[src/verilog/mcr3_input_settings.svh]
`ifndef MCR3_INPUT_SETTINGS_SVH
`define MCR3_INPUT_SETTINGS_SVH

// ====================
// Download stream
// ====================

// Index that carries the game code byte
`define MCR3_GAME_INDEX 8'd1

// Index that carries the DIP switch bytes
`define MCR3_DIP_INDEX 8'd254

// Only the first two DIP bytes are kept
`define MCR3_DIP_BYTES 2

// ====================
// Players and ports
// ====================

`define MCR3_PLAYERS 3

// Active-low port, nothing pressed
`define MCR3_PORT_IDLE 8'hff

`endif

[src/verilog/mcr3_input_pkg.sv]
`include "mcr3_input_settings.svh"

package mcr3_input_pkg;

	// ====================
	// Game selection
	// ====================

	// Any unknown game code decodes to GAME_NONE
	typedef enum logic [1:0] {
		GAME_RAMPAGE     = 2'd0,
		GAME_SARGE       = 2'd1,
		GAME_POWER_DRIVE = 2'd2,
		GAME_NONE        = 2'd3
	} game_t;

	// ====================
	// Player controls
	// ====================

	// Same bit order as the host joystick word, coin at bit 9
	typedef struct packed {
		logic coin;
		logic start;
		logic fire_d;
		logic fire_c;
		logic fire_b;
		logic fire_a;
		logic up;
		logic down;
		logic left;
		logic right;
	} joy_t;

	// Input port byte as the game CPU reads it, active low
	typedef logic [7:0] port_byte_t;

	// Power Drive gear, one bit per player
	typedef logic [`MCR3_PLAYERS-1:0] gear_t;

endpackage

[src/verilog/game_config.sv]
`timescale 1ns/1ps
`include "mcr3_input_settings.svh"

module game_config import mcr3_input_pkg::*; (
	input  logic        clk_sys,
	input  logic        reset,
	input  logic        dl_wr,
	input  logic [7:0]  dl_index,
	input  logic [24:0] dl_addr,
	input  logic [7:0]  dl_data,
	output game_t       game,
	output port_byte_t  dip0,
	output port_byte_t  dip1
);

	logic [7:0] game_code;
	game_t      game_dec;
	logic       game_wr;
	logic       dip_wr;

	assign game_wr = dl_wr && (dl_index == `MCR3_GAME_INDEX);
	assign dip_wr  = dl_wr && (dl_index == `MCR3_DIP_INDEX) &&
		(dl_addr < 25'(`MCR3_DIP_BYTES));

	// ====================
	// Game code
	// ====================

	always_comb begin
		case (game_code)
			8'd0:    game_dec = GAME_RAMPAGE;
			8'd1:    game_dec = GAME_SARGE;
			8'd2:    game_dec = GAME_POWER_DRIVE;
			default: game_dec = GAME_NONE;
		endcase
	end

	// Raw byte first, decoded selection one cycle later
	always_ff @(posedge clk_sys) begin
		if (reset) begin
			game_code <= 8'd0;
			game      <= GAME_RAMPAGE;
		end else begin
			if (game_wr)
				game_code <= dl_data;
			game <= game_dec;
		end
	end

	// ====================
	// DIP switches
	// ====================

	always_ff @(posedge clk_sys) begin
		if (reset) begin
			dip0 <= 8'hff;
			dip1 <= 8'hff;
		end else if (dip_wr) begin
			if (dl_addr[0])
				dip1 <= dl_data;
			else
				dip0 <= dl_data;
		end
	end

	// Writes past the kept DIP bytes are dropped
	property p_dip_out_of_range;
		@(posedge clk_sys) disable iff (reset)
		(dl_wr && (dl_index == `MCR3_DIP_INDEX) && (dl_addr >= 25'(`MCR3_DIP_BYTES)))
			|=> ($stable(dip0) && $stable(dip1));
	endproperty

	a_dip_out_of_range: assert property (p_dip_out_of_range)
		else $error("DIP byte changed by a write outside the DIP range");

endmodule

[src/verilog/gear_toggle.sv]
`timescale 1ns/1ps

module gear_toggle import mcr3_input_pkg::*; (
	input  logic  clk_sys,
	input  logic  reset,
	input  gear_t shift,
	output gear_t gear
);

	// Shift buttons from the previous cycle
	gear_t shift_prev;
	gear_t shift_rise;

	// Only a fresh press counts, a held button does nothing
	assign shift_rise = shift & ~shift_prev;

	always_ff @(posedge clk_sys) begin
		if (reset) begin
			shift_prev <= '0;
			gear       <= '0;
		end else begin
			shift_prev <= shift;
			gear       <= gear ^ shift_rise;
		end
	end

	// ====================
	// Checks
	// ====================

	// Gear holds without a new press on any player
	property p_gear_hold;
		@(posedge clk_sys) disable iff (reset)
		(shift_rise == '0) |=> $stable(gear);
	endproperty

	a_gear_hold: assert property (p_gear_hold)
		else $error("Gear changed without a shift press");

endmodule

[src/verilog/input_port_mux.sv]
`timescale 1ns/1ps
`include "mcr3_input_settings.svh"

module input_port_mux import mcr3_input_pkg::*; (
	input  game_t      game,
	input  port_byte_t dip0,
	input  port_byte_t dip1,
	input  joy_t       joy1,
	input  joy_t       joy2,
	input  joy_t       joy3,
	input  logic       stick_mode,
	input  logic [1:0] snd_stat,
	input  gear_t      gear,
	output port_byte_t input0,
	output port_byte_t input1,
	output port_byte_t input2,
	output port_byte_t input3,
	output port_byte_t input4
);

	// Sarge twin stick, returns {rd, ru, ld, lu}
	function automatic logic [3:0] twin_stick(input joy_t j, input logic one_stick);
		logic lu;
		logic ld;
		logic ru;
		logic rd;
		if (one_stick) begin
			// Diagonals drive both treads
			lu = j.up | j.right;
			ld = j.down | j.left;
			ru = j.up | j.left;
			rd = j.down | j.right;
		end else begin
			// Left tread on the stick, right tread on two buttons
			lu = j.up;
			ld = j.down;
			ru = j.fire_c;
			rd = j.fire_b;
		end
		return {rd, ru, ld, lu};
	endfunction

	logic       coin_any;
	logic [3:0] sarge1;
	logic [3:0] sarge2;

	assign coin_any = joy1.coin | joy2.coin | joy3.coin;
	assign sarge1   = twin_stick(joy1, stick_mode);
	assign sarge2   = twin_stick(joy2, stick_mode);

	// ====================
	// Port builder
	// ====================

	always_comb begin
		input0 = `MCR3_PORT_IDLE;
		input1 = `MCR3_PORT_IDLE;
		input2 = `MCR3_PORT_IDLE;
		input3 = dip0;
		input4 = `MCR3_PORT_IDLE;

		case (game)
			GAME_RAMPAGE: begin
				// Any player's coin counts as coin 1
				input0 = ~{2'b00, dip1[0], 1'b0, 2'b00, 1'b0, coin_any};
				input1 = ~{2'b00, joy1.fire_b, joy1.fire_a,
					joy1.left, joy1.down, joy1.right, joy1.up};
				input2 = ~{2'b00, joy2.fire_b, joy2.fire_a,
					joy2.left, joy2.down, joy2.right, joy2.up};
				input4 = ~{snd_stat[0], 1'b0, joy3.fire_b, joy3.fire_a,
					joy3.left, joy3.down, joy3.right, joy3.up};
			end
			GAME_SARGE: begin
				input0 = ~{2'b00, dip1[0], 1'b0, joy2.start, joy1.start,
					joy2.coin, joy1.coin};
				input1 = ~{joy1.fire_d, joy1.fire_d, joy1.fire_a, joy1.fire_a, sarge1};
				input2 = ~{joy2.fire_d, joy2.fire_d, joy2.fire_a, joy2.fire_a, sarge2};
			end
			GAME_POWER_DRIVE: begin
				// Gear bit set means low gear, reads as pressed
				input0 = ~{2'b00, dip1[0], 1'b0, 1'b0, joy3.coin, joy2.coin, joy1.coin};
				input1 = ~{joy2.fire_b, joy2.fire_a, gear[1], joy2.fire_c,
					joy1.fire_b, joy1.fire_a, gear[0], joy1.fire_c};
				input2 = ~{snd_stat[0], 3'b000, joy3.fire_b, joy3.fire_a,
					gear[2], joy3.fire_c};
			end
			default: begin
				// Unknown game, only the DIP port is live
			end
		endcase
	end

endmodule

[src/verilog/mcr3_input_top.sv]
`timescale 1ns/1ps

module mcr3_input_top import mcr3_input_pkg::*; (
	input  logic        clk_sys,
	input  logic        reset,
	input  logic        dl_wr,
	input  logic [7:0]  dl_index,
	input  logic [24:0] dl_addr,
	input  logic [7:0]  dl_data,
	input  joy_t        joy1,
	input  joy_t        joy2,
	input  joy_t        joy3,
	input  logic        stick_mode,
	input  logic [1:0]  snd_stat,
	output port_byte_t  input0,
	output port_byte_t  input1,
	output port_byte_t  input2,
	output port_byte_t  input3,
	output port_byte_t  input4
);

	game_t      game;
	port_byte_t dip0;
	port_byte_t dip1;
	gear_t      gear;

	// ====================
	// Configuration
	// ====================

	game_config i_game_config (
		.clk_sys (clk_sys),
		.reset   (reset),
		.dl_wr   (dl_wr),
		.dl_index(dl_index),
		.dl_addr (dl_addr),
		.dl_data (dl_data),
		.game    (game),
		.dip0    (dip0),
		.dip1    (dip1)
	);

	// Fire D is the gear shift button on every player
	gear_toggle i_gear_toggle (
		.clk_sys(clk_sys),
		.reset  (reset),
		.shift  ({joy3.fire_d, joy2.fire_d, joy1.fire_d}),
		.gear   (gear)
	);

	// ====================
	// Input ports
	// ====================

	input_port_mux i_input_port_mux (
		.game      (game),
		.dip0      (dip0),
		.dip1      (dip1),
		.joy1      (joy1),
		.joy2      (joy2),
		.joy3      (joy3),
		.stick_mode(stick_mode),
		.snd_stat  (snd_stat),
		.gear      (gear),
		.input0    (input0),
		.input1    (input1),
		.input2    (input2),
		.input3    (input3),
		.input4    (input4)
	);

endmodule

[config.mk]
export PLATFORM = sky130hd
export DESIGN_NAME = mcr3_input_top
export DESIGN_NICKNAME = d
export VERILOG_FILES = /design/src/verilog/mcr3_input_pkg.sv /design/src/verilog/game_config.sv /design/src/verilog/gear_toggle.sv /design/src/verilog/input_port_mux.sv /design/src/verilog/mcr3_input_top.sv
export VERILOG_INCLUDE_DIRS = /design/src /design/src/verilog
export SDC_FILE = /design/constraint.sdc
export NUM_CORES = 1
export LEC_CHECK = 0
export ABC_AREA = 0
export BUFFER_PORTS_ARGS = -buffer_cell sky130_fd_sc_hd__buf_4
export CAP_MARGIN = 10
export CORE_MARGIN = 10
export CORE_UTILIZATION = 35
export CTS_CLUSTER_SIZE = 16
export DETAILED_ROUTE_END_ITERATION = 12
export PLACE_DENSITY = 0.79
export SYNTH_ARGS = -nofsm -noshare
export SYNTH_HDL_FRONTEND = slang
export SYNTH_SLANG_ARGS = --single-unit
export TNS_END_PERCENT = 5
[constraint.sdc]
create_clock -name clk_sys -period 1.3 [get_ports clk_sys]
set_input_delay 0.065 -clock clk_sys [delete_from_list [all_inputs] [get_ports clk_sys]]
set_output_delay 0.065 -clock clk_sys [all_outputs]
set_load 0.1 [all_outputs]
==> impl_metrics.yaml <==
power:
  ir_worst_vdd_v: 0.000930
  power_density_nw_per_um2: 695
  finalPower_mw: 2.05
  power.leakage_nw: 1.36
layout:
  antennaDiodeCount: 0
  finalNetCount: 380
  area_growth_pct: 105
  drive_gt1_frac: 0.546
clock_tree:
  path_clk_slew_ns: 0.08
  ctsHoldBuffers: 0
  max-clock-path-buffers: 2
  cts_tree: "built"
  cts_htree_levels: 1
  clock_latency_ns: 0.26
  root_buffer: "clkbuf_8"
  clock_sinks: 25
  cts_made_buffers: 3
route:
  drt-pass1-iter-count: 4
  vias: 1773
  drc: 0
  routed_via_density: 5.04
  ant_nets: 0
  drtIter0Drc: 81
  wl_um: 6090
  wl_per_cell_um: 17.3
floorplanning:
  ios: 117
  dieArea_um2: 7060
  fp.dieW_um: 84.0
  rows: 23
  fp.dieH_um: 84.0
  start_util: 0.361
  coreArea_um2: 3970
synthesis:
  netlist_instances: 182
  synth_seq_area_share: 0.349
  synth_flop_cell: "dfxtp_1"
  synthDistinctLibCells: 32
  ys_warn_count: 0
  netlist_area_um2: 1430
  synth-edff-count: 0
  syn_avg_cell_area_um2: 7.88
  ys_ff_latch: 25
  ys_async_sr_fraction: 0
grt:
  grt_max_degree: 34
  grt_pass1_vias: 1891
  grt_first_pass_wirelength_um: 9490
  grtUsageMet3: 0.0410
  grt_use_total: 0.159
  grt-busiest-layer: "met2"
  grt_util_met2: 0.299
  antenna_found_initial: 0
  grt_remaining_overflow: 0
  grtUsageMet1: 0.171
timing:
  hold_viol_final: 0
  setup_viol: 23
  rsz0062_at_grt: "true"
  post-route-min-period_ns: 1.56
  final_max_slew_viol_count: 0
  layout_setup_ws_ns: -0.263
  final.setup_skew_ns: 0.00197
  period_share: 1.20
  holdWs_ns: 0.0234
  fmax_mhz: 640
setup_path:
  start_kind: "register"
  slowest_stage: "dfxtp_4"
  max_stage_delay_ns: 0.38
  cp_num_buf_inv: 2
  worstPathRequired_ns: 1.24
  rr_worst_depth: 3
  crit_type: "register to output port"
  crit_path_cell_trace: "buf_6 > mux2_4 > a22oi_2 > buf_12"
  worst_ep_arrival_time_ns: 1.50
  cp.depth: 4
  crit_fanout: 7
  cpLargestDelayFamily: "flip-flops"
  worst_setup_path_end_kind: "output port"
run_status:
  violations: "negative setup slack"
  status: "complete, but fails checks"
flow_run:
  drv_cap: 0
placed_design:
  port_buffers: 110
  gp_congestion: 0.736
  hpwl_um: 4690
  pre_cts_slack_ns: -0.131
hold_path:
  min_path_type: "input pin to register"
  min_path_cells: 2
## cells in the mapped netlist (all sizes together) (2+ instances only)
library cell / number / area share
a21oi: 16 / 0.056
inv: 5 / 0.013
nand4: 3 / 0.013
a31oi: 2 / 0.0087
nand2: 14 / 0.037
nor4bb: 2 / 0.014
buf: 5 / 0.024
mux2: 4 / 0.031
nor4: 6 / 0.045
mux2i: 18 / 0.13
nor2: 45 / 0.12
dfxtp: 25 / 0.35
nor2b: 7 / 0.031
xnor2: 3 / 0.018
a211oi: 2 / 0.010
a22oi: 6 / 0.031
clkbuf: 7 / 0.018
## per-stage QoR
step | TNS, ns | utilization | instances | area, µm²
2_1_floorplan | -7.24 | - | 185 | 1640
3_3_place_gp | -0.854 | 0.648 | 347 | 2570
3_5_place_dp | -1.25 | 0.648 | 347 | 2570
4_1_cts | -2.56 | 0.728 | 351 | 2890
5_1_grt | -4.32 | 0.742 | 352 | 2950
6_report | -2.73 | 0.742 | 352 | 2950
## report_power, final
group | internal (mW) | switching, mW
sequential | 0.777 | 0.0140
clock | 0.218 | 0.220
combinational | 0.328 | 0.491
total | 1.32 | 0.725
## cells in the final DEF (no fill, tap or decap), types with 2 or more instances in the layout
master,synthesis,final
conb_1,1,4
inv_1,5,4
nor4bb_1,2,2
a22oi_2,0,6
nand4_1,3,3
nor4_2,2,2
a21oi_4,0,8
clkbuf_8,0,3
nor2_4,0,2
mux2i_1,18,18
xnor2_1,3,3
buf_8,0,6
nor2_1,45,42
mux2_4,0,3
dfxtp_4,0,2
buf_12,0,19
nor2b_1,7,6
nand2_2,0,3
nand2_1,14,10
nor4_1,3,3
dfxtp_1,25,23
buf_4,4,93
a31oi_1,2,2
a21oi_1,16,7
buf_6,0,7
## state kept, by name, summed over array words and instances (netlist names)
name and count:
i_game_config.game_code 8, i_gear_toggle.shift_prev 3, i_game_config.dip0 8, i_game_config.game 2
i_gear_toggle.gear 3, i_game_config.dip1 1
## kinds of logic (layout without fill, tap and decap cells)
group                     Yosys count  after routing  synth area share
other                               1              4           0.00262
DFF                                25             25             0.349
muxes                              22             22             0.157
buffers and inverters              17            134            0.0550
xor gates and xnor gates            3              3            0.0183
AOI/OAI and AO/OA                  31             31             0.131
and+or+nand+nor                    83             83             0.287
## worst reg2reg max path, cell delays in order (launching register included)
cell	delay, ns
dfxtp_1	0.32
or4_1	0.56
nor3_2	0.17
a21oi_1	0.09
## per-layer routing
metal  wire length [µm]  part of all wire
met5                  0                 0
met4                 76             0.012
met3                456             0.075
met2               3240              0.53
met1               2320              0.38
## area by class of cell
type | instances | area (µm²)
well taps | 50 | 62.6
fillers | 284 | 1030
clock buffers | 4 | 45.0
multi-input cells | 143 | 1060
flip-flops and latches | 25 | 508
inverters | 5 | 21.3
repair buffers | 125 | 1250
## path summary, 6_finish.rpt
check,start,end,slack (ns)
worst max-delay path,i_game_config.game[0]$_SDFF_PP0_,input1[2],-0.26
worst max register to register,i_game_config.game_code[2]$_SDFFE_PP0P_,i_game_config.game[1]$_SDFF_PP0_,0.05
worst min-delay path,joy3[7],i_gear_toggle.shift_prev[2]$_SDFF_PP0_,0.02
worst min register to register,i_game_config.game_code[1]$_SDFFE_PP0P_,i_game_config.game[1]$_SDFF_PP0_,0.45
## what timing repair did
item                                    4_1_cts  5_1_grt
resized for setup                            69       13
pin swaps                                     9        4
endpoints found under the setup margin       29       29
buffers inserted                              0        1
(Power assumes the default switching activity.)
